`src/hdl/core_pkg.sv`:
```
package core_pkg;

  //////////////////////////////
  // widths
  //////////////////////////////

  typedef logic [31:0] word_t;
  typedef logic [31:0] addr_t;
  typedef logic [4:0]  reg_idx_t;
  typedef logic [6:0]  opcode_t;
  typedef logic [11:0] apb_addr_t;

  typedef enum logic [1:0] {
    ALU_ADD,
    ALU_SUB,
    ALU_PASS_IMM
  } alu_op_t;

  // operand immediate: I-type for ADDI, U-type for LUI
  typedef enum logic {
    IMM_I,
    IMM_U
  } imm_kind_t;

  typedef enum logic [1:0] {
    ST_IDLE,
    ST_FETCH,
    ST_EXECUTE,
    ST_HALTED
  } core_state_t;

  //////////////////////////////
  // instruction encodings
  //////////////////////////////

  localparam opcode_t OPC_OP_IMM = 7'b0010011;
  localparam opcode_t OPC_OP     = 7'b0110011;
  localparam opcode_t OPC_LUI    = 7'b0110111;
  localparam opcode_t OPC_BRANCH = 7'b1100011;
  localparam opcode_t OPC_SYSTEM = 7'b1110011;

  localparam logic [2:0] F3_ADD = 3'b000;
  localparam logic [2:0] F3_BEQ = 3'b000;
  localparam logic [2:0] F3_BNE = 3'b001;
  localparam logic [6:0] F7_ADD = 7'b0000000;
  localparam logic [6:0] F7_SUB = 7'b0100000;

  // funct12 of the SYSTEM group
  localparam logic [11:0] SYS_ECALL  = 12'h000;
  localparam logic [11:0] SYS_EBREAK = 12'h001;
  localparam logic [11:0] SYS_MRET   = 12'h302;

  //////////////////////////////
  // APB register map
  //////////////////////////////

  localparam apb_addr_t REG_CTRL      = 12'h000;
  localparam apb_addr_t REG_STATUS    = 12'h004;
  localparam apb_addr_t REG_MTVEC     = 12'h008;
  localparam apb_addr_t REG_CYCLES    = 12'h00C;
  localparam apb_addr_t REG_INSTRET   = 12'h010;
  localparam apb_addr_t REG_PC        = 12'h014;
  localparam apb_addr_t REG_GPR_BASE  = 12'h080;
  localparam apb_addr_t REG_IMEM_BASE = 12'h400;

  localparam int CTRL_START_BIT = 0;
  localparam int CTRL_STOP_BIT  = 1;

endpackage

```
`src/hdl/reg_file.sv`:
```
`timescale 1ns/1ps

module reg_file import core_pkg::*; (
  input  logic     clk,
  input  logic     rst,
  input  reg_idx_t rs1_idx,
  input  reg_idx_t rs2_idx,
  input  reg_idx_t dbg_idx,
  input  reg_idx_t rd_idx,
  input  logic     rd_we,
  input  word_t    rd_data,
  output word_t    rs1_data,
  output word_t    rs2_data,
  output word_t    dbg_rdata
);

  word_t regs [32];

  // x0 is never written, so it stays at its reset value of zero
  always_ff @(posedge clk) begin
    if (rst) begin
      for (int i = 0; i < 32; i++) begin
        regs[i] <= '0;
      end
    end else if (rd_we && rd_idx != '0) begin
      regs[rd_idx] <= rd_data;
    end
  end

  // core read ports
  assign rs1_data = regs[rs1_idx];
  assign rs2_data = regs[rs2_idx];

  // debug port, independent of the core
  assign dbg_rdata = regs[dbg_idx];

endmodule

```
`config.mk`:
```
export PLATFORM = sky130hd
export DESIGN_NAME = reg_file
export DESIGN_NICKNAME = d
export VERILOG_FILES = /design/src/hdl/core_pkg.sv /design/src/hdl/reg_file.sv
export SDC_FILE = /design/constraint.sdc
export NUM_CORES = 2
export LEC_CHECK = 0
export ABC_CLOCK_PERIOD_IN_PS = 1950
export BUFFER_PORTS_ARGS = -buffer_cell sky130_fd_sc_hd__buf_2
export CAP_MARGIN = 0
export CORE_MARGIN = 2
export CORE_UTILIZATION = 58
export DETAILED_ROUTE_END_ITERATION = 12
export HOLD_SLACK_MARGIN = 0.1
export PLACE_DENSITY_LB_ADDON = 0.05
export REMOVE_ABC_BUFFERS = 1
export SYNTH_ARGS = -nofsm -noshare
export SYNTH_HDL_FRONTEND = slang
export SYNTH_SLANG_ARGS = --single-unit
```
`constraint.sdc`:
```
create_clock -name clk -period 1.95 [get_ports clk]
set_clock_uncertainty 0.2 [all_clocks]
set_input_delay 0.195 -clock clk [delete_from_list [all_inputs] [get_ports clk]]
set_output_delay 0.195 -clock clk [all_outputs]
set_load 0.05 [all_outputs]
```
==> impl_metrics.ini <==
[status]
status = complete, but fails checks
violations = setup timing

[worst_setup_path]
critPathLaunchType = flip-flop
path_delay_family = compound AO/OA/AOI/OAI gates
max_stage_delay_ns = 0.42
slowest_stage = edfxtp_1
crit_fanout = 3
crit_buf_inv = 2
crit_path_end_kind = output pin
path_cells = mux2i_1 -> a22o_1 -> nor3_4 -> a31oi_2 -> buf_4 -> nand3_2 -> buf_6
crit_type = reg -> out
startpoint = regs[0][28]$_SDFFCE_PN0P_
required_ns = 1.55
cp_data_arrival_time_ns = 2.25

[global_route]
grt_overflow = 0
grt_pass1_wl_um = 355000
track_usage_pct = 43.4
antenna_found_initial = 17
grt_max_degree = 45
grt_pass1_vias = 51600

[timing]
hold_violations = 0
slew_headroom_pct = 54.6
rsz0062_at_grt = yes
finalSetupViolCount = 96
fmax_mhz = 379
fin_ws_ns = -0.692
min_period_ns = 2.64
slew_viol_final = 0
tightest_slew_ns = 0.681
finalSetupTns_ns = -54.46
fin_crit_sh_pct = 135

[synthesis]
synthCells = 5763
syn-cell-area_um2 = 64700
yosysTopAreaCell = edfxtp_1
synth_seq_cells = 1024
synth_xor_area_share_pct = 0
ys_top_cells_by_count = mux2i_1, edfxtp_1, and2_1
synth_top_family_by_area = multiplexers
synth_compound_area_share_pct = 9.10
seq_area_frac_synth_pct = 47.5
synthFlopType = edfxtp_1
synthAdderAreaFrac_pct = 0
synth_edf_count = 1024
synth.most_common_cell = mux2i_1
synth_area_leaders = edfxtp_1, mux2i_1, and2_1
avgSynthCellArea_um2 = 11.2
synth-simple-area-share_pct = 15.2
synth_top_area_share_pct = 47.5
yosysUniqueCellTypes = 29
synthArstFlopShare_pct = 0
synthMuxAreaShare_pct = 23.8
yosys_warnings = 0

[place]
io_buffers = 150
dp_hpwl_um = 166000
gp_congestion = 0.946
dp.cells = 7524
place_area_um2 = 72600

[clock_tree]
clk_pin_slew_ns = 0.06
cts.sinks = 1024
cts_buffers = 114
htreeDepth = 3
tritoncts = done
clockBufferDepth = 3
root_buffer = clkbuf_16

[pwr]
total_power_mw = 60.4
leakage_nw = 32.5
p_per_area_nw_per_um2 = 762
vdd_drop_max_mv = 0.778

[worst_hold_path]
hold_class = in -> reg
hold_start = rd_idx[0]

[detailed_routing]
detail-route-antenna-nets = 0
wire_per_inst_um = 32.7
drt_wl_total_um = 253000
drc = 0
first_iter_violations = 7246
firstDrtPassIters = 6
dr_total_vias = 52800
avgViaCountPerCell = 6.83

[layout]
nets = 6190
area_growth_pct = 22.5
largest_reg_flops = 1024
post-route-util_pct = 71.6
top_regs = regs (1024)
top_register = regs
final_layout_size_suffix_gt1_share_pct = 20.4
fin_cells = 7735
postLayoutCellArea_um2 = 79200

[die]
core_region_area_um2 = 111000
die_h_um = 338
rows = 122
io_pins = 151
start_util_pct = 58.4
die_area_um2 = 114000
die_w_um = 338

[flow_run]
maxCapViolCount = 0
==> layout by cell type, fill, tap and decap left out, types with 7 or more instances in the layout <==
cell and count:
a21oi_1 288, a22o_1 192, a22oi_1 288, a31oi_1 20, a31oi_2 17, a31oi_4 59
and2_1 992, buf_12 220, buf_2 50, buf_4 404, buf_6 39, buf_8 51
bufinv_16 11, clkbuf_1 23, clkbuf_16 115, clkinv_1 22, clkinv_2 24, clkinvlp_4 8
conb_1 32, diode_2 15, dlygate4sd3_1 33, edfxtp_1 1024, inv_6 7, mux2i_1 1535
nand2_1 290, nand3_1 207, nand3_2 71, nand3_4 12, nor2_4 34, nor3_2 50
nor3_4 40, or2_2 34
==> timing repair <==
item | CTS | global route
setup buffers | 1 | 10
hold buffers | 33 | 0
setup endpoints to repair | 96 | 96
hold endpoints to repair | 1003 | 0
gates resized for setup | 492 | 90
pin swaps | 152 | 150
==> cell families after synthesis <==
family,count (synthesis)
muxes,1536
other,1
DFF,1024
buffers and inverters,572
AOI/OAI and AO/OA,864
and+or+nand+nor,1766
==> through the flow <==
stage | hold WS [ns] | worst slack [ns]
6_report | 0.187 | -0.692
5_1_grt | 0.212 | -0.744
3_3_place_gp | 0.604 | -0.565
3_5_place_dp | 0.605 | -0.549
2_1_floorplan | 0.107 | -3.87
4_1_cts | 0.153 | -0.677
==> layout make-up <==
cell class / count / area (µm²)
antenna: 15 / 37.5
fill: 7993 / 31500
timing repair buffer: 797 / 9220
tap: 1488 / 1860
clock inverter: 75 / 696
clock buffer: 138 / 2960
sequential: 1024 / 30700
multi-input combinational: 4198 / 33700
==> worst min-delay path, stage by stage <==
cell	delay (ns)
buf_2	0.11
nand2_1	0.09
buf_12	0.18
nor2_4	0.12
buf_4	0.18
and2_1	0.13
==> path summary, 6_finish.rpt <==
path / cells past startpoint / end
setup / recovery: 7 / dbg_rdata[28]
hold / removal: 6 / regs[9][15]$_SDFFCE_PN0P_
==> per-layer routing <==
layer	track usage, %	wire length [µm]	up-vias
li1	-	-	22100
met1	56.0	92300	26000
met2	65.2	111000	3868
met3	12.5	34100	816
met4	25.6	16000	6
met5	0	35	-
==> power by group <==
| part | total (mW) | internal (mW) | switching, mW |
|---|---|---|---|
| Combinational | 12.3 | 4.87 | 7.41 |
| Clock | 21.6 | 12.3 | 9.37 |
| Sequential | 26.5 | 25.5 | 0.993 |
Power figures use the tool's default switching activity.
