## config.mk

```make
export PLATFORM = sky130hd
export DESIGN_NAME = core_ctrl
export DESIGN_NICKNAME = d
export VERILOG_FILES = /design/src/hdl/core_pkg.sv /design/src/hdl/core_ctrl.sv
export SDC_FILE = /design/constraint.sdc
export NUM_CORES = 1
export LEC_CHECK = 0
export BUFFER_PORTS_ARGS = -buffer_cell sky130_fd_sc_hd__buf_4
export CELL_PAD_IN_SITES_DETAIL_PLACEMENT = 0
export CELL_PAD_IN_SITES_GLOBAL_PLACEMENT = 1
export CORE_MARGIN = 1
export CORE_UTILIZATION = 21
export DETAILED_ROUTE_END_ITERATION = 8
export GPL_ROUTABILITY_DRIVEN = 0
export GPL_TIMING_DRIVEN = 0
export PLACE_DENSITY = 0.84
export SLEW_MARGIN = 20
export SYNTH_ARGS = -nofsm -noshare
export SYNTH_HDL_FRONTEND = slang
export SYNTH_SLANG_ARGS = --single-unit
```

## constraint.sdc

```tcl
create_clock -name clk -period 2.8 [get_ports clk]
set_input_delay 0 -clock clk [delete_from_list [all_inputs] [get_ports clk]]
set_output_delay 0 -clock clk [all_outputs]
set_load 0.01 [all_outputs]
```

## src/hdl/core_pkg.sv

```systemverilog
package core_pkg;

  //////////////////////////////
  // widths
  //////////////////////////////

  typedef logic [31:0] word_t;
  typedef logic [31:0] addr_t;
  typedef logic [4:0]  reg_idx_t;
  typedef logic [6:0]  opcode_t;
  typedef logic [11:0] apb_addr_t;

  typedef enum logic [1:0] {
    ALU_ADD,
    ALU_SUB,
    ALU_PASS_IMM
  } alu_op_t;

  // operand immediate: I-type for ADDI, U-type for LUI
  typedef enum logic {
    IMM_I,
    IMM_U
  } imm_kind_t;

  typedef enum logic [1:0] {
    ST_IDLE,
    ST_FETCH,
    ST_EXECUTE,
    ST_HALTED
  } core_state_t;

  //////////////////////////////
  // instruction encodings
  //////////////////////////////

  localparam opcode_t OPC_OP_IMM = 7'b0010011;
  localparam opcode_t OPC_OP     = 7'b0110011;
  localparam opcode_t OPC_LUI    = 7'b0110111;
  localparam opcode_t OPC_BRANCH = 7'b1100011;
  localparam opcode_t OPC_SYSTEM = 7'b1110011;

  localparam logic [2:0] F3_ADD = 3'b000;
  localparam logic [2:0] F3_BEQ = 3'b000;
  localparam logic [2:0] F3_BNE = 3'b001;
  localparam logic [6:0] F7_ADD = 7'b0000000;
  localparam logic [6:0] F7_SUB = 7'b0100000;

  // funct12 of the SYSTEM group
  localparam logic [11:0] SYS_ECALL  = 12'h000;
  localparam logic [11:0] SYS_EBREAK = 12'h001;
  localparam logic [11:0] SYS_MRET   = 12'h302;

  //////////////////////////////
  // APB register map
  //////////////////////////////

  localparam apb_addr_t REG_CTRL      = 12'h000;
  localparam apb_addr_t REG_STATUS    = 12'h004;
  localparam apb_addr_t REG_MTVEC     = 12'h008;
  localparam apb_addr_t REG_CYCLES    = 12'h00C;
  localparam apb_addr_t REG_INSTRET   = 12'h010;
  localparam apb_addr_t REG_PC        = 12'h014;
  localparam apb_addr_t REG_GPR_BASE  = 12'h080;
  localparam apb_addr_t REG_IMEM_BASE = 12'h400;

  localparam int CTRL_START_BIT = 0;
  localparam int CTRL_STOP_BIT  = 1;

endpackage

```

## src/hdl/core_ctrl.sv

```systemverilog
`timescale 1ns/1ps

module core_ctrl import core_pkg::*; #(
  parameter int IMEM_WORDS = 256
) (
  input  logic      clk,
  input  logic      rst,
  input  logic      start,
  input  logic      stop,
  input  word_t     instr,
  output addr_t     fetch_pc,
  output logic      running,
  output logic      halted,
  output logic      illegal,
  output logic      start_cycle,
  output logic      instr_done,
  output reg_idx_t  rs1_idx,
  output reg_idx_t  rs2_idx,
  output reg_idx_t  rd_idx,
  output logic      rd_we,
  output alu_op_t   alu_op,
  output logic      alu_use_imm,
  output imm_kind_t imm_kind,
  output logic      br_ne,
  output logic      is_branch,
  output logic      ecall_taken,
  output logic      mret_taken,
  input  logic      br_taken,
  input  word_t     br_offset,
  input  logic      trapping,
  input  addr_t     trap_target,
  input  addr_t     return_target
);

  localparam int IDX_W = $clog2(IMEM_WORDS);

  core_state_t state;
  addr_t       pc;
  addr_t       next_raw;
  addr_t       next_pc;
  opcode_t     opcode;
  logic [2:0]  funct3;
  logic [6:0]  funct7;
  logic [11:0] funct12;
  logic        writes_rd;
  logic        is_ecall;
  logic        is_ebreak;
  logic        is_mret;
  logic        is_illegal;
  logic        in_exec;
  logic        stop_here;

  assign opcode  = instr[6:0];
  assign funct3  = instr[14:12];
  assign funct7  = instr[31:25];
  assign funct12 = instr[31:20];
  assign rd_idx  = instr[11:7];
  assign rs1_idx = instr[19:15];
  assign rs2_idx = instr[24:20];
  assign br_ne   = funct3[0];

  //////////////////////////////
  // decode
  //////////////////////////////

  always_comb begin
    writes_rd   = 1'b0;
    alu_op      = ALU_ADD;
    alu_use_imm = 1'b0;
    imm_kind    = IMM_I;
    is_branch   = 1'b0;
    is_ecall    = 1'b0;
    is_ebreak   = 1'b0;
    is_mret     = 1'b0;
    is_illegal  = 1'b0;
    case (opcode)
      OPC_OP_IMM: begin
        writes_rd   = funct3 == F3_ADD;
        alu_use_imm = 1'b1;
        is_illegal  = funct3 != F3_ADD;
      end
      OPC_OP: begin
        writes_rd  = funct3 == F3_ADD && (funct7 == F7_ADD || funct7 == F7_SUB);
        alu_op     = (funct7 == F7_SUB) ? ALU_SUB : ALU_ADD;
        is_illegal = !writes_rd;
      end
      OPC_LUI: begin
        writes_rd   = 1'b1;
        alu_op      = ALU_PASS_IMM;
        alu_use_imm = 1'b1;
        imm_kind    = IMM_U;
      end
      OPC_BRANCH: begin
        is_branch  = funct3 == F3_BEQ || funct3 == F3_BNE;
        is_illegal = !is_branch;
      end
      OPC_SYSTEM: begin
        // rd, rs1 and funct3 must all be zero
        if (instr[19:7] == '0) begin
          is_ecall   = funct12 == SYS_ECALL;
          is_ebreak  = funct12 == SYS_EBREAK;
          is_mret    = funct12 == SYS_MRET;
        end
        is_illegal = !(is_ecall || is_ebreak || is_mret);
      end
      default: is_illegal = 1'b1;
    endcase
  end

  //////////////////////////////
  // sequencing
  //////////////////////////////

  assign in_exec     = state == ST_EXECUTE;
  assign running     = state == ST_FETCH || state == ST_EXECUTE;
  assign halted      = state == ST_HALTED;
  assign start_cycle = start && (state == ST_IDLE || state == ST_HALTED);
  assign instr_done  = in_exec;
  assign rd_we       = in_exec && writes_rd;
  assign ecall_taken = in_exec && is_ecall;
  assign mret_taken  = in_exec && is_mret;
  assign fetch_pc    = pc;
  // ebreak and illegal words leave the pc on themselves
  assign stop_here   = is_ebreak || is_illegal;

  always_comb begin
    if (is_ecall && !trapping) begin
      next_raw = trap_target;
    end else if (is_mret && trapping) begin
      next_raw = return_target;
    end else if (is_branch && br_taken) begin
      next_raw = pc + br_offset;
    end else begin
      next_raw = pc + 32'd4;
    end
  end

  // wrap inside instruction memory
  assign next_pc = addr_t'({next_raw[IDX_W+1:2], 2'b00});

  always_ff @(posedge clk) begin
    if (rst) begin
      state   <= ST_IDLE;
      pc      <= '0;
      illegal <= 1'b0;
    end else begin
      case (state)
        ST_IDLE, ST_HALTED: begin
          if (start) begin
            state   <= ST_FETCH;
            pc      <= '0;
            illegal <= 1'b0;
          end
        end
        ST_FETCH: state <= stop ? ST_HALTED : ST_EXECUTE;
        ST_EXECUTE: begin
          if (!stop_here) begin
            pc <= next_pc;
          end
          illegal <= is_illegal;
          state   <= (stop || stop_here) ? ST_HALTED : ST_FETCH;
        end
        default: state <= ST_IDLE;
      endcase
    end
  end

endmodule

```

==> results of run 1 <==
[power groups by stage]
stage | clock, mW | sequential, mW | combinational (mW)
floorplan | 0 | 0.189 | 0.245
global placement | 0 | 0.190 | 0.423
detailed placement | 0 | 0.191 | 0.433
CTS | 0.167 | 0.188 | 0.437
global route | 0.176 | 0.191 | 0.478
finish | 0.159 | 0.188 | 0.435
[sequential cells by signal (all words and copies together) (netlist names)]
signal	cells
fetch_pc	8
state	2
illegal	1
[worst paths after layout]
check / from / endpoint / depth (start not counted)
max reg2reg: fetch_pc[2]$_SDFFE_PP0P_ / fetch_pc[8]$_SDFFE_PP0P_ / 8
min reg2reg: illegal$_SDFFE_PP0P_ / illegal$_SDFFE_PP0P_ / 2
max: instr[5] / fetch_pc[8]$_SDFFE_PP0P_ / 14
min: trap_target[4] / fetch_pc[4]$_SDFFE_PP0P_ / 3
[cells by family after synthesis]
family	count (synthesis)	synth area share (%)
AO/OA/AOI/OAI	52	22.8
XOR/XNOR	8	4.08
adder cells (fa/ha/maj)	11	8.46
buffers and inverters	61	22.2
flip-flops	11	12.8
other	1	0.219
AND/OR/NAND/NOR	72	29.3
[layer usage]
metal  global-route usage [%]  vias up
li1                         -      989
met1                     14.3      854
met2                     21.1       76
met3                     4.27        4
met4                     1.69        0
met5                        0        -
[synthesized netlist by cell type, types with 4 or more instances]
| library cell | count | area share, % |
|---|---|---|
| a21oi_1 | 12 | 3.5 |
| a41o_1 | 7 | 4.1 |
| and3_1 | 12 | 4.4 |
| buf_4 | 40 | 18 |
| dfxtp_1 | 11 | 13 |
| ha_1 | 10 | 7.3 |
| inv_1 | 18 | 3.9 |
| nand2_1 | 6 | 1.3 |
| nand2b_1 | 4 | 1.5 |
| nand3_1 | 6 | 1.8 |
| nand4_1 | 4 | 1.5 |
| nor2_1 | 13 | 2.8 |
| nor3_1 | 6 | 1.8 |
| o21ai_0 | 5 | 1.5 |
| o32ai_1 | 6 | 3.1 |
| xnor2_1 | 4 | 2.0 |
| xor2_1 | 4 | 2.0 |
[critical path: stages]
cell,delay (ns)
buf_4,0.11
nand2_1,0.06
nor3_1,0.22
nor4b_4,0.24
buf_4,0.17
nand3b_1,0.11
ha_1,0.23
fa_1,0.42
a211oi_1,0.26
o21ai_0,0.14
a21oi_1,0.20
xnor2_1,0.14
a21oi_1,0.08
o32ai_1,0.24
[layout make-up]
class                   count  share of cell area, %
plain buffers              43                   11.5
clock buffers               4                   1.64
inverters                  18                   2.46
multi-input cells         167                   44.3
flip-flops and latches     11                   8.03
well taps                 102                   4.65
repair buffers            100                   27.5
[placed cells by master (no fill, tap or decap), types with 6 or more instances in the layout]
cell type	n
buf_4	139
nor2_1	13
dfxtp_1	11
a21oi_1	12
inv_1	18
nor3_1	6
nand3_1	6
nand2_1	6
ha_1	10
and3_1	12
a41o_1	7
o32ai_1	6
conb_1	24
[timing repair]
item | 4_1_cts | 5_1_grt
hold buffers | 1 | 0
setup buffers | 0 | 2
endpoints found under the setup margin | 1 | 1
resized for setup | 1 | 0
hold endpoints to repair | 3 | 0
==> out/qor.yml, run 1 <==
setup_path:
  arrival_ns: 2.64
  worstPathMaxFanout: 6
  required_ns: 2.94
  ff2ff_setup_slack_ns: 0.65
  critPathKind: "input port to flop"
  crit_path_end_kind: "flop"
  worst_setup_path_start_kind: "input port"
timing:
  slew_viol_final: 0
  relSlewSlack_pct: 60.1
  period_share_pct: 89.1
  layout_min_cycle_time_ns: 2.50
  clock-skew-final_ns: 0.00210
  setup_ws_ns: 0.304
  hold_viol: 0
  whs_ns: 0.0391
  rsz0062_at_grt: "no"
  tns_ns: 0
  worst_slew_pin_slew_ns: 0.594
  setup_viol: 0
  max_freq_ghz: 0.401
pwr:
  powerDensity_nw_per_um2: 285
  power_uw: 782
  p_sw_share_pct: 37.0
  p_leak_nw: 1.47
  pwr-share-comb_pct: 55.6
  p_clk_share_pct: 20.3
  max-vdd-ir-drop_mv: 0.410
  switchingPower_uw: 289
  p_int_uw: 493
  pwr-share-seq_pct: 24.1
synthesis:
  ys_seq_elements: 11
  synth_edf_count: 0
  ys_warn_count: 0
  syn-cell-area_um2: 1720
  synth_cells: 216
  seq_area_frac_synth_pct: 12.8
  ys_types: 48
  synthFlopType: "dfxtp_1"
  async_reset_ff_share_pct: 0
  syn-mean-instance-area_um2: 7.94
clock_tree:
  cts_tree: "built"
  cts_sinks: 11
  clk_pin_slew_ns: 0.05
  numCtsBuffers: 3
  clkLatencyLatePin_ns: 0.23
  root_buffer: "clkbuf_8"
  clock_path_buffers: 2
  h-tree-depth: 1
routing:
  drc_errors: 0
  postRouteAntennaNets: 0
  met2WireLength_mm: 2.58
  drt-initial-drc-count: 72
  top_layer: "met4"
  vias_per_cell: 4.32
  dr_wl_met3_um: 544
  vias: 1923
  drt-pass1-iter-count: 4
  routedWlPerCell_um: 12.1
  wl_met1_mm: 2.23
  drt_wl_total_mm: 5.39
outcome:
  status: "complete, no violations"
die:
  rows: 32
  die_y_um: 92.4
  die-area_um2: 8530
  die_x_um: 92.4
  ioPinCount: 195
  core-area_um2: 7810
  initial_utilization_pct: 22.0
placement:
  placed_area_um2: 2660
  place_ws_ns: -0.299
  port_buffers: 97
  place_inst: 438
  hpwl_mm: 4.61
global_routing:
  track_usage_pct: 12.1
  antenna_found_initial: 0
  grt_overflow_total: 0
  grt_pass1_wl_mm: 8.38
  grt_max_degree: 11
  grt_pass1_vias: 1795
cells_and_area:
  drive_above_1_share_pct: 46.1
  multi_input_area_um2: 1210
  nFillCells: 815
  syn_to_final_growth_pct: 59.9
  final_cell_area_um2: 2740
  nets: 489
  seq_area_um2: 220
  antenna_cells: 0
  stdcell_count: 445
  post-route-util_pct: 35.1
run:
  maxCapViolCount: 0
hold_path:
  hp-class: "input port to flop"
Note: power is estimated with default switching activity, not from simulation.
==> inputs of run 2 (changes only) <==
- PLACE_DENSITY: 0.84 -> default
- PLACE_DENSITY_LB_ADDON: default -> 0.1
==> run 2 against run 1 <==
Sequential power about the same; clock-buffer cell count down 1; global-route usage grew 1.4 points; critical endpoint unchanged; clock skew decreased by 0.00077 ns; combinational power barely moved; flip-flop and latch count unchanged; final cell count down 0.22%; via count is 0.68% lower; hold slack got worse by 0.018 ns; non-clock buffer count is 1 lower; design area down 0.64%; worst setup slack better by 0.066 ns.
==> out/qor.yml, run 2 (synthesized netlist as in run 1, its figures left out) <==
clock_tree:
  clkLatencyLatePin_ns: 0.25  # +0.02 ns
  h-tree-depth: 1  # unchanged
  cts_setup_buffers: 0  # unchanged
  root_buffer: "clkbuf_8"
  numCtsBuffers: 3  # unchanged
  cts_sinks: 11  # unchanged
  cts_tree: "built"
  clk_pin_slew_ns: 0.06  # about the same
  clock_path_buffers: 2  # unchanged
  ctsResizeCount: 0  # -1
die:
  die_x_um: 92.4  # unchanged
  ioPinCount: 195  # unchanged
  core-area_um2: 7810  # unchanged
  die_y_um: 92.4  # unchanged
  initial_utilization_pct: 22.0  # unchanged
  rows: 32  # unchanged
  die-area_um2: 8530  # unchanged
pwr:
  power_uw: 791  # +1.1%
  max-vdd-ir-drop_mv: 0.313  # -24%
  powerDensity_nw_per_um2: 290  # +1.7%
  p_leak_nw: 1.46  # -0.49%
setup_path:
  cpMostUsedCell: "a21oi_1"
  worstSetupStartpoint: "instr[5]"
  crit_chain: "buf_4 -> nand2_1 -> nor3_1 -> nor4b_2 -> nand3b_1 -> ha_1 -> fa_1 -> a211oi_1 -> o21ai_0 -> a21oi_1 -> xnor2_1 -> a21oi_1 -> o32ai_1"
  arrival_ns: 2.58  # -0.06 ns
  required_ns: 2.96  # +0.02 ns
  worstPathMaxFanout: 6  # unchanged
  critPathKind: "input port to flop"
  worst_setup_path_start_kind: "input port"
  critical-path-top-delay-family: "compound AO/OA/AOI/OAI gates"
  slowest_delay_ns: 0.43  # about the same
  crit-reg2reg-launch: "fetch_pc[2]$_SDFFE_PP0P_"
  cpMaxStageDelayCell: "fa_1"
  cp_num_buf_inv: 1  # -1
  crit_path_end_kind: "flop"
routing:
  vias: 1910  # -0.68%
  drt-initial-drc-count: 53  # -26%
  postRouteAntennaNets: 0  # unchanged
  drc_errors: 0  # unchanged
  drt-pass1-iter-count: 4  # unchanged
  routedWlPerCell_um: 12.7  # +4.5%
  drt_wl_total_mm: 5.62  # +4.3%
  vias_per_cell: 4.30  # -0.45%
placement:
  hpwl_mm: 4.78  # +3.7%
  port_buffers: 97  # unchanged
cells_and_area:
  syn_to_final_growth_pct: 58.9
  final_common_cell: "buf_4"
  drive_above_1_share_pct: 46.2  # +0.13 points
  nets: 488  # -0.20%
  antenna_cells: 0  # unchanged
  most-common-layout-cells: "buf_4, conb_1, inv_1, nor2_1"
  largest_reg_flops: 8  # unchanged
global_routing:
  antenna_found_initial: 0  # unchanged
  grt_max_degree: 11  # unchanged
  grt_overflow_total: 0  # unchanged
  track_usage_pct: 13.4  # +1.4 points
  grt_pass1_vias: 1868  # +4.1%
  grt_pass1_wl_mm: 9.18  # +9.6%
timing:
  clock-skew-final_ns: 0.00134  # -0.000766 ns
  slew_viol_final: 0  # unchanged
  rsz0062_at_grt: "no"
  tns_ns: 0  # unchanged
  relSlewSlack_pct: 58.4  # -1.7 points
  layout_min_cycle_time_ns: 2.43  # -0.0661 ns
  period_share_pct: 86.8  # -2.4 points
  setup_viol: 0  # unchanged
  worst_slew_pin_slew_ns: 0.619  # +0.0250 ns
  hold_viol: 0  # unchanged
  max_freq_ghz: 0.412  # +2.7%
hold_path:
  hp-class: "input port to flop"
  min_from: "trap_target[4]"
outcome:
  status: "complete, no violations"
run:
  maxCapViolCount: 0  # unchanged
-- run 2: cell types whose count changed in the layout (fill, tap and decap cells not counted), sizes merged --
cell	before	now
buf	141	140
clkbuf	5	4
clkinv	0	1
-- run 2: worst paths after layout --
check / cells after the start / to / slack [ns]
worst max-delay path: 13 / fetch_pc[8]$_SDFFE_PP0P_ / 0.37
worst min-delay path: 3 / fetch_pc[4]$_SDFFE_PP0P_ / 0.02
worst max register to register: 8 / fetch_pc[8]$_SDFFE_PP0P_ / 0.65
worst min register to register: 2 / illegal$_SDFFE_PP0P_ / 0.45
-- run 2: power breakdown --
part           leakage [nW]  internal (mW)  switching (mW)
logic                  1.35          0.219           0.214
registers            0.0891          0.173          0.0166
clock network        0.0255         0.0984          0.0700
-- run 2: stage by stage --
step | instances | hold slack, ns | area (um^2) | setup WS (ns) | util (%)
floorplan | 239 | 0.0565 | 1800 | 0.00111 | -
global placement | 438 | 0.213 | 2660 | -0.920 | 34.0
detailed placement | 439 | 0.209 | 2670 | 0.125 | 34.2
CTS | 444 | 0.0172 | 2730 | 0.365 | 34.9
global route | 444 | 0.0491 | 2730 | 0.0709 | 34.9
finish | 444 | 0.0213 | 2730 | 0.370 | 34.9
-- run 2: layer usage --
layer | wire length [um] | part of all wire [%] | track usage [%]
met3 | 420 | 7.5 | 3.53
met2 | 2820 | 50 | 24.4
met1 | 2340 | 42 | 16.2
met5 | 0 | 0 | 0
met4 | 35 | 0.62 | 1.17
-- run 2: worst min-delay path: stages --
cell and delay (ns):
buf_4 0.07, a2bb2oi_1 0.05, o22ai_1 0.09
-- run 2: timing repair --
item / 4_1_cts / 5_1_grt
setup endpoints to repair: 0 / 0
endpoints found under the hold margin: 3 / 0
hold buffers: 1 / 0
-- run 2: final cells by class --
type	instances	area [um^2]
inverters	18	67.6
repair buffers	99	743
multi-input cells	167	1210
well taps	102	128
plain buffers	43	314
clock buffers	3	41.3
fillers	849	5080
clock inverters	1	5.00
flip-flops and latches	11	220
