### src/hdl/core_pkg.sv
package core_pkg;

  //////////////////////////////
  // widths
  //////////////////////////////

  typedef logic [31:0] word_t;
  typedef logic [31:0] addr_t;
  typedef logic [4:0]  reg_idx_t;
  typedef logic [6:0]  opcode_t;
  typedef logic [11:0] apb_addr_t;

  typedef enum logic [1:0] {
    ALU_ADD,
    ALU_SUB,
    ALU_PASS_IMM
  } alu_op_t;

  // operand immediate: I-type for ADDI, U-type for LUI
  typedef enum logic {
    IMM_I,
    IMM_U
  } imm_kind_t;

  typedef enum logic [1:0] {
    ST_IDLE,
    ST_FETCH,
    ST_EXECUTE,
    ST_HALTED
  } core_state_t;

  //////////////////////////////
  // instruction encodings
  //////////////////////////////

  localparam opcode_t OPC_OP_IMM = 7'b0010011;
  localparam opcode_t OPC_OP     = 7'b0110011;
  localparam opcode_t OPC_LUI    = 7'b0110111;
  localparam opcode_t OPC_BRANCH = 7'b1100011;
  localparam opcode_t OPC_SYSTEM = 7'b1110011;

  localparam logic [2:0] F3_ADD = 3'b000;
  localparam logic [2:0] F3_BEQ = 3'b000;
  localparam logic [2:0] F3_BNE = 3'b001;
  localparam logic [6:0] F7_ADD = 7'b0000000;
  localparam logic [6:0] F7_SUB = 7'b0100000;

  // funct12 of the SYSTEM group
  localparam logic [11:0] SYS_ECALL  = 12'h000;
  localparam logic [11:0] SYS_EBREAK = 12'h001;
  localparam logic [11:0] SYS_MRET   = 12'h302;

  //////////////////////////////
  // APB register map
  //////////////////////////////

  localparam apb_addr_t REG_CTRL      = 12'h000;
  localparam apb_addr_t REG_STATUS    = 12'h004;
  localparam apb_addr_t REG_MTVEC     = 12'h008;
  localparam apb_addr_t REG_CYCLES    = 12'h00C;
  localparam apb_addr_t REG_INSTRET   = 12'h010;
  localparam apb_addr_t REG_PC        = 12'h014;
  localparam apb_addr_t REG_GPR_BASE  = 12'h080;
  localparam apb_addr_t REG_IMEM_BASE = 12'h400;

  localparam int CTRL_START_BIT = 0;
  localparam int CTRL_STOP_BIT  = 1;

endpackage

### src/hdl/trap_unit.sv
`timescale 1ns/1ps

module trap_unit import core_pkg::*; (
  input  logic  clk,
  input  logic  rst,
  input  logic  start,
  input  logic  ecall_taken,
  input  logic  mret_taken,
  input  addr_t pc,
  input  addr_t mtvec,
  output logic  trapping,
  output addr_t trap_target,
  output addr_t return_target
);

  addr_t mepc;

  // nested ecall is ignored, trap state holds until mret
  always_ff @(posedge clk) begin
    if (rst) begin
      trapping <= 1'b0;
    end else if (start) begin
      trapping <= 1'b0;
    end else if (ecall_taken && !trapping) begin
      trapping <= 1'b1;
    end else if (mret_taken && trapping) begin
      trapping <= 1'b0;
    end
  end

  always_ff @(posedge clk) begin
    if (ecall_taken && !trapping) begin
      mepc <= pc;
    end
  end

  assign trap_target = mtvec;

  // resume after the ecall itself
  assign return_target = mepc + 32'd4;

endmodule

### config.mk
export PLATFORM = sky130hd
export DESIGN_NAME = trap_unit
export DESIGN_NICKNAME = d
export VERILOG_FILES = /design/src/hdl/core_pkg.sv /design/src/hdl/trap_unit.sv
export SDC_FILE = /design/constraint.sdc
export NUM_CORES = 1
export LEC_CHECK = 0
export ABC_AREA = 1
export BUFFER_PORTS_ARGS = -buffer_cell sky130_fd_sc_hd__buf_2
export CAP_MARGIN = 30
export CORE_MARGIN = 5
export CORE_UTILIZATION = 44
export DETAILED_ROUTE_END_ITERATION = 10
export PLACE_DENSITY = 0.83
export SETUP_SLACK_MARGIN = 0.2
export SYNTH_ARGS = -nofsm -noshare
export SYNTH_HDL_FRONTEND = slang
export SYNTH_SLANG_ARGS = --single-unit
### constraint.sdc
create_clock -name clk -period 1.8 [get_ports clk]
set_input_delay 0.36 -clock clk [delete_from_list [all_inputs] [get_ports clk]]
set_output_delay 0.36 -clock clk [all_outputs]
set_load 0.03 [all_outputs]
==> results of run 1 <==
[placed cells by master (no fill, tap or decap), types with 7 or more instances in the layout]
cell type / instances
buf_4: 28
nand3b_1: 8
nand2_2: 24
edfxtp_1: 32
buf_6: 24
nor2_1: 21
buf_2: 41
inv_1: 15
nand2_1: 55
nor2_4: 7
[per-stage QoR]
step	setup TNS (ns)	util [%]	setup slack, ns	area [sq um]	hold slack, ns
floorplan	0	-	0.116	2420	0.435
finish	-5.25	64.4	-0.255	3100	0.243
detailed placement	-0.166	55.7	-0.0491	2690	0.530
global placement	0	55.7	0.0386	2690	0.520
CTS	-5.93	62.4	-0.297	3010	0.234
global route	-7.21	64.4	-0.346	3100	0.236
[kinds of logic (layout without fill, tap and decap cells)]
logic type,Yosys count,in the layout
xor+xnor,15,15
flops,33,33
compound gates,2,2
fa+ha+maj,1,1
simple gates,139,139
buf+inv,51,119
[path summary, 6_finish.rpt]
check,start,end,slack (ns),cells after the start
max,mepc[3],return_target[24],-0.25,9
min,start,trapping,0.24,2
max reg2reg,trapping,mepc[23],0.72,4
min reg2reg,trapping,trapping,0.60,3
[flip-flops by register name (all words and copies together), names as in the netlist]
| signal | count |
|---|---|
| trapping | 1 |
| mepc | 32 |
[per-layer routing]
metal | share of wire [%] | vias up | GRT usage, % | wire (um)
li1 | - | 857 | - | -
met1 | 34 | 798 | 18.8 | 1890
met2 | 52 | 88 | 29.4 | 2860
met3 | 9.1 | 30 | 4.21 | 499
met4 | 4.5 | 0 | 10.5 | 245
met5 | 0 | - | 0 | 0
[area by class of cell]
type | instances | area share, %
multi-input combinational | 157 | 38.0
sequential | 33 | 31.6
timing repair buffer | 94 | 22.8
clock buffer | 8 | 2.90
tap | 67 | 2.70
inverter | 17 | 2.06
[where the power goes]
group          switching (W)  internal, W  leakage (nW)
clock               0.000258     0.000312        0.0455
combinational       0.000251     0.000196          1.08
sequential         0.0000422     0.000899         0.318
[worst max-delay path, cell delays in order, from the launching register on]
cell      delay, ns
edfxtp_1       0.42
ha_4           0.17
nand2_2        0.07
nor2_4         0.13
nand2_1        0.10
nor2_4         0.17
nand2_1        0.07
nand2_1        0.07
nand2_2        0.05
buf_4          0.16
[repair_timing]
item                       CTS  global route
gates cloned                 0             0
resized for setup           55            11
pin swaps                   14            14
setup buffers                8             6
setup endpoints to repair   28            28
==> flow_summary.json, run 1 <==
{
  "num_rows": 25,
  "syn_nets": 311,
  "synth_edf_count": 32,
  "gp_congestion": 0.898,
  "synthTopCellsByArea": "edfxtp_1, nand2_1, buf_4",
  "grt_pass1_wl_um": 8280,
  "ir_worst_vdd_uv": 630,
  "synth_compound_area_share_pct": 0.452,
  "cts_sinks": 33,
  "synth-simple-area-share_pct": 33.6,
  "drtIter0Drc": 111,
  "h-tree-depth": 2,
  "finClkSkew_ns": 0.0122,
  "grt_max_degree": 31,
  "fin_cells": 376,
  "end_kind": "output pin",
  "synthAdderAreaFrac_pct": 0.566,
  "num-fill-cells": 376,
  "slew_viol_final": 0,
  "vias": 1773,
  "min_path_type": "input port to flip-flop",
  "fin_ws_ns": -0.255,
  "fin_crit_ns": 2.05,
  "yosysTopAreaCellShare_pct": 43.4,
  "start_util_pct": 45.9,
  "ioPinCount": 134,
  "status": "finished, violations left",
  "hold_buffers": 0,
  "dp_hpwl_um": 4040,
  "syn_area_sq_mm": 0.00221,
  "synth_mux_area_share_pct": 0,
  "drive_above_1_share_pct": 52.8,
  "overflow": 0,
  "synth_top_flop_cell": "edfxtp_1",
  "cts.clk_slew.worst_paths_ns": 0.07,
  "dr.pass1.iters": 4,
  "required_ns": 1.44,
  "die-area_sq_mm": 0.00655,
  "power_density_mw_per_mm2": 631,
  "yosysUniqueCellTypes": 22,
  "die-height_um": 80.9,
  "grt_pass1_vias": 1792,
  "yosys_warnings": 0,
  "multi_input_area_sq_mm": 0.00118,
  "cts-root-buf": "clkbuf_8",
  "worstSetupPathType": "flip-flop to output pin",
  "synthMostInstantiatedCell": "nand2_1",
  "antenna_found_initial": 0,
  "setup-violations-final": 27,
  "critPathArrivalTime_ns": 1.69,
  "routed_wl_um": 5500,
  "clock_latency_ns": 0.29,
  "layout.area.seq_sq_um": 981,
  "async_flop_share_pct": 0,
  "maxCapViolations": 0,
  "fp.dieW_um": 80.9,
  "syn_avg_cell_area_sq_um": 9.18,
  "cp-start-kind": "flip-flop",
  "cts_buffers": 5,
  "power_leakage_nw": 1.45,
  "viasPerCell": 4.72,
  "grtUsageTotal_pct": 17.0,
  "synth_top_cell_by_area": "edfxtp_1",
  "cts_tree": "built",
  "cts.path.max_buffers": 2,
  "diodes": 0,
  "rsz0062_at_grt": "true",
  "io_buffers": 69,
  "synth-xor-area-share_pct": 6.62,
  "finalNetCount": 378,
  "synth_top_family_by_area": "simple AND/OR/NAND/NOR gates",
  "core_sq_mm": 0.00482,
  "max_slew_margin_pct": 85.4,
  "yosysSeqAreaShare_pct": 44.3,
  "drc": 0,
  "syn_inst": 241,
  "layout-area-overhead-vs-synth_pct": 40.2,
  "violations": "negative setup slack",
  "place_inst": 354,
  "max_slew.worst_pin.slew_ns": 0.219,
  "design_power_total_w": 0.00196,
  "max_freq_mhz": 487,
  "crit_fanout": 4,
  "period_share_pct": 114,
  "synth_commonest_cells": "nand2_1, buf_4, edfxtp_1, nor2_1, inv_1",
  "wl_per_cell_um": 14.6,
  "hold_viol_final": 0,
  "yosys_register_bits": 33,
  "detail-route-antenna-nets": 0
}
(Power assumes the default switching activity.)
==> inputs of run 2 (changes only) <==
--- a/config.mk
+++ b/config.mk
@@ -11,6 +11,7 @@
 export CORE_MARGIN = 5
 export CORE_UTILIZATION = 44
 export DETAILED_ROUTE_END_ITERATION = 10
+export MAX_ROUTING_LAYER = met4
 export PLACE_DENSITY = 0.83
 export SETUP_SLACK_MARGIN = 0.2
 export SYNTH_ARGS = -nofsm -noshare
==> run 2 against run 1 <==
Effect of this change:
- the flow still finishes with violations (negative setup slack)
- count of clock-buffer cells in the layout is the same
- clock power decreased by 1%
- non-clock buffer count down 3
- highest routed layer unchanged
- clock skew is 0.0023 ns lower
- die area is the same
- sequential power grew 0.6%
- setup slack lost 0.059 ns
- global-route usage is 0.95 points higher
- sequential share of layout area is the same
- largest power group unchanged
==> flow_summary.json, run 2 (synthesis gave the netlist of run 1 again) <==
{
  "status": "finished, violations left",
  "violations": "negative setup slack",
  "finClkSkew_ns": 0.00990,
  "max_freq_mhz": 473,
  "fin_crit_ns": 2.11,
  "cts-root-buf": "clkbuf_8",
  "start_util_pct": 45.9,
  "slowest_stage": "edfxtp_1",
  "die-height_um": 80.9,
  "drtIter0Drc": 105,
  "fin_setup_tns_ns": -5.59,
  "regMostFlops": "mepc",
  "overflow": 0,
  "grt_util_met3_pct": 3.44,
  "cp-start-kind": "flip-flop",
  "cp_top_family": "simple AND/OR/NAND/NOR gates",
  "hold_viol_final": 0,
  "num_rows": 25,
  "dp_hpwl_um": 4150,
  "worstSetupPathType": "flip-flop to output pin",
  "drc": 0,
  "layout_commonest_cell": "nand2_1",
  "antenna_found_initial": 0,
  "layout-area-overhead-vs-synth_pct": 40.2,
  "fin_ws_ns": -0.314,
  "cts_buffers": 5,
  "maxCapViolations": 0,
  "path_buf_inv": 2,
  "min_path_type": "input port to flip-flop",
  "cpPeakStageDelay_ns": 0.41,
  "cts_tree": "built",
  "drive_above_1_share_pct": 55.9,
  "whs_ns": 0.243,
  "crit_fanout": 3,
  "hold_buffers": 0,
  "wl_per_cell_um": 15.3,
  "grtUsageTotal_pct": 18.0,
  "diodes": 0,
  "max_slew.worst_pin.slew_ns": 0.267,
  "required_ns": 1.44,
  "grt_util_met1_pct": 18.1,
  "cts.clk_slew.worst_paths_ns": 0.07,
  "core_sq_mm": 0.00482,
  "final_cell_mix": "nand2_1, buf_2, edfxtp_1",
  "routed_wl_um": 5720,
  "clock_latency_ns": 0.28,
  "viasPerCell": 4.85,
  "cts_sinks": 33,
  "grt_pass1_vias": 1809,
  "end_kind": "output pin",
  "power_leakage_nw": 1.42,
  "ioPinCount": 134,
  "busiest_layer": "met2",
  "gp_congestion": 0.919,
  "io_buffers": 69,
  "die-area_sq_mm": 0.00655,
  "top_regs": "mepc x32, trapping x1",
  "cts.path.max_buffers": 2,
  "ir_worst_vdd_uv": 503,
  "fin_area_sq_mm": 0.00310,
  "fp.dieW_um": 80.9,
  "grt_pass1_wl_um": 8500,
  "grt_max_degree": 31,
  "dr.pass1.iters": 4,
  "detail-route-antenna-nets": 0,
  "path_cells": "ha_4 > nand3_1 > nor2_2 > nand2_2 > buf_4 > xnor2_4 > buf_6",
  "critPathArrivalTime_ns": 1.75,
  "h-tree-depth": 2,
  "grt_use_met2_pct": 31.7,
  "utilization_pct": 64.4,
  "setup-violations-final": 27,
  "postPlaceCellArea_sq_mm": 0.00269,
  "slew_viol_final": 0,
  "rsz0062_at_grt": "true",
  "design_power_total_w": 0.00195,
  "finalNetCount": 375,
  "max_slew_margin_pct": 82.2,
  "largest_reg_flops": 32,
  "power_density_mw_per_mm2": 629,
  "num-fill-cells": 368,
  "period_share_pct": 117,
  "vias": 1809
}
==> run 2: changes by cell type in the layout (fill, tap and decap cells not counted), moves of 2 or more <==
cell     previous run  this run
nand2_1            55        49
buf_6              24        22
nor2_1             21        15
nand2_2            24        29
nor2_2              5        11
==> run 2: cell type report <==
class	instances	area, sq um	area share (%)
sequential	33	981	31.6
clock buffer	8	90.1	2.90
tap	67	83.8	2.70
inverter	17	63.8	2.06
multi-input combinational	157	1210	38.9
timing repair buffer	91	676	21.8
==> run 2: stage by stage <==
step	cells	worst slack [ns]
detailed placement	354	-0.0253
CTS	369	-0.297
finish	373	-0.314
floorplan	241	0.116
global route	373	-0.391
global placement	354	0.0389
==> run 2: path summary, 6_finish.rpt <==
check / startpoint / end / slack [ns] / cells after the start
setup / recovery: mepc[3] / return_target[12] / -0.31 / 7
hold / removal: start / trapping / 0.24 / 2
setup reg to reg: trapping / mepc[22] / 0.72 / 4
hold reg to reg: trapping / trapping / 0.59 / 3
==> run 2: timing repair <==
item                       in CTS  in global routing
setup endpoints to repair      28                 28
pin swaps                      16                 20
setup buffers                   7                  4
cloned                          0                  0
gates resized for setup        52                 24
==> run 2: per-layer routing <==
layer / part of all wire [%] / vias up
li1: - / 846
met3: 8.8 / 38
met1: 33 / 822
met4: 5.0 / 0
met2: 54 / 103
met5: 0 / -
==> run 2: report_power, final <==
part	switching [W]	internal (W)	total, W
logic	0.000250	0.000191	0.000441
clock network	0.000251	0.000311	0.000562
registers	0.0000478	0.000899	0.000947
total	0.000549	0.00140	0.00195
==> inputs of run 3 (changes only) <==
--- a/config.mk
+++ b/config.mk
@@ -13,6 +13,7 @@
 export DETAILED_ROUTE_END_ITERATION = 10
 export MAX_ROUTING_LAYER = met4
 export PLACE_DENSITY = 0.83
+export REMOVE_ABC_BUFFERS = 1
 export SETUP_SLACK_MARGIN = 0.2
 export SYNTH_ARGS = -nofsm -noshare
 export SYNTH_HDL_FRONTEND = slang
==> run 3 against run 2 <==
Effect of this change:
- the run still ends with negative setup slack left
- critical path type unchanged
- maximum frequency is 2.8% higher
- utilization decreased by 3.3 points
- highest routed layer unchanged
- sequential power barely moved
- non-clock buffer count increased by 1
- cell area is 5.1% lower
- setup slack improved by 0.058 ns
- count of clock-buffer cells in the layout stayed put
- via count rose by 1.9%
- cell count grew 0.27%
- largest cell class unchanged
- first-iteration DRC count is 35% higher
- clock power is 9.1% lower
==> flow_summary.json, run 3 (synthesis gave the netlist of run 1 again) <==
{
  "grt_util_met1_pct": 20.8,
  "maxCapViolations": 0,
  "min_path_type": "input port to flip-flop",
  "slew_viol_final": 0,
  "wl_per_cell_um": 16.7,
  "ioPinCount": 134,
  "cts_tree": "built",
  "cts_sinks": 33,
  "top_regs": "mepc x32, trapping x1",
  "drtIter0Drc": 142,
  "setup-violations-final": 28,
  "cp-start-kind": "flip-flop",
  "fin_setup_tns_ns": -5.61,
  "cts-root-buf": "clkbuf_8",
  "viasPerCell": 4.93,
  "routed_wl_um": 6230,
  "end_kind": "output pin",
  "violations": "negative setup slack",
  "final_cell_mix": "nand2_1, buf_2, edfxtp_1",
  "num-fill-cells": 409,
  "ir_worst_vdd_uv": 584,
  "period_share_pct": 114,
  "drc": 0,
  "grt_pass1_vias": 1815,
  "max_slew_margin_pct": 73.9,
  "critPathArrivalTime_ns": 1.70,
  "overflow": 0,
  "place_inst": 347,
  "gp_congestion": 0.889,
  "rsz0062_at_grt": "true",
  "fin_crit_ns": 2.06,
  "fin_ws_ns": -0.256,
  "layout_commonest_cell": "nand2_1",
  "max_slew.worst_pin.slew_ns": 0.392,
  "finClkSkew_ns": 0.00479,
  "worstSetupPathType": "flip-flop to output pin",
  "clock_latency_ns": 0.28,
  "power_density_mw_per_mm2": 639,
  "postPlaceCellArea_sq_mm": 0.00242,
  "grtUsageTotal_pct": 18.9,
  "vias": 1843,
  "grt_use_met2_pct": 27.6,
  "die-area_sq_mm": 0.00655,
  "start_util_pct": 45.9,
  "layout.area.seq_sq_um": 981,
  "drive_above_1_share_pct": 48.2,
  "dp_hpwl_um": 4480,
  "required_ns": 1.44,
  "dp_slack_ns": -0.0107,
  "max_freq_mhz": 486,
  "busiest_layer": "met2",
  "cts.path.max_buffers": 2,
  "fin_cells": 374,
  "layout-area-overhead-vs-synth_pct": 33.1,
  "cts_buffers": 5,
  "largest_reg_flops": 32,
  "regMostFlops": "mepc",
  "status": "finished, violations left",
  "num_rows": 25,
  "dr.pass1.iters": 4,
  "diodes": 0,
  "cts.clk_slew.worst_paths_ns": 0.06,
  "hold_buffers": 0,
  "multi_input_area_sq_mm": 0.00105,
  "io_buffers": 69,
  "finalNetCount": 376,
  "die-height_um": 80.9,
  "grt_pass1_wl_um": 8800,
  "whs_ns": 0.239,
  "fin_area_sq_mm": 0.00294,
  "grt_max_degree": 33,
  "hold_viol_final": 0,
  "grt_util_met3_pct": 9.98,
  "h-tree-depth": 2,
  "core_sq_mm": 0.00482,
  "antenna_found_initial": 0,
  "power_leakage_nw": 1.41,
  "fp.dieW_um": 80.9,
  "detail-route-antenna-nets": 0,
  "crit_fanout": 5
}
==> run 3: report_power, final <==
group | internal, W | total [W] | leakage, nW | switching (W)
clock network | 0.000274 | 0.000511 | 0.0395 | 0.000237
logic | 0.000179 | 0.000419 | 1.06 | 0.000241
registers | 0.000900 | 0.000950 | 0.318 | 0.0000503
total | 0.00135 | 0.00188 | 1.41 | 0.000528
==> run 3: critical path: stages (launching register included) <==
cell	delay, ns
edfxtp_1	0.37
buf_4	0.13
buf_6	0.09
nand2_4	0.06
nor2_8	0.18
nand2_4	0.09
nor2_8	0.16
xor2_2	0.18
buf_6	0.16
==> run 3: timing repair <==
item,in CTS,in global routing
gates resized for setup,66,24
setup endpoints to repair,28,28
pin swaps,15,16
buffers inserted,9,10
==> run 3: final timing paths <==
kind	depth (start not counted)	from	slack (ns)	endpoint
worst min register to register	3	trapping	0.61	trapping
worst min-delay path	2	start	0.24	trapping
worst max-delay path	8	mepc[3]	-0.26	return_target[15]
worst max register to register	4	trapping	0.61	mepc[30]
==> run 3: metrics by stage <==
| step | utilization, % | total power [W] |
|---|---|---|
| floorplan | - | 0.00115 |
| global placement | 50.2 | 0.00126 |
| detailed placement | 50.2 | 0.00127 |
| CTS | 57.4 | 0.00185 |
| global route | 61.1 | 0.00196 |
| finish | 61.1 | 0.00188 |
==> run 3: final cells by class <==
| type | instances | share of cell area (%) |
|---|---|---|
| clock buffer | 8 | 2.72 |
| timing repair buffer | 92 | 23.1 |
| sequential | 33 | 33.3 |
| multi-input combinational | 157 | 35.8 |
| tap | 67 | 2.85 |
| inverter | 17 | 2.17 |
==> run 3: layer usage <==
layer	vias to the layer above	wire length, um
li1	854	-
met1	838	2320
met2	126	2880
met3	25	758
met4	0	269
met5	-	0
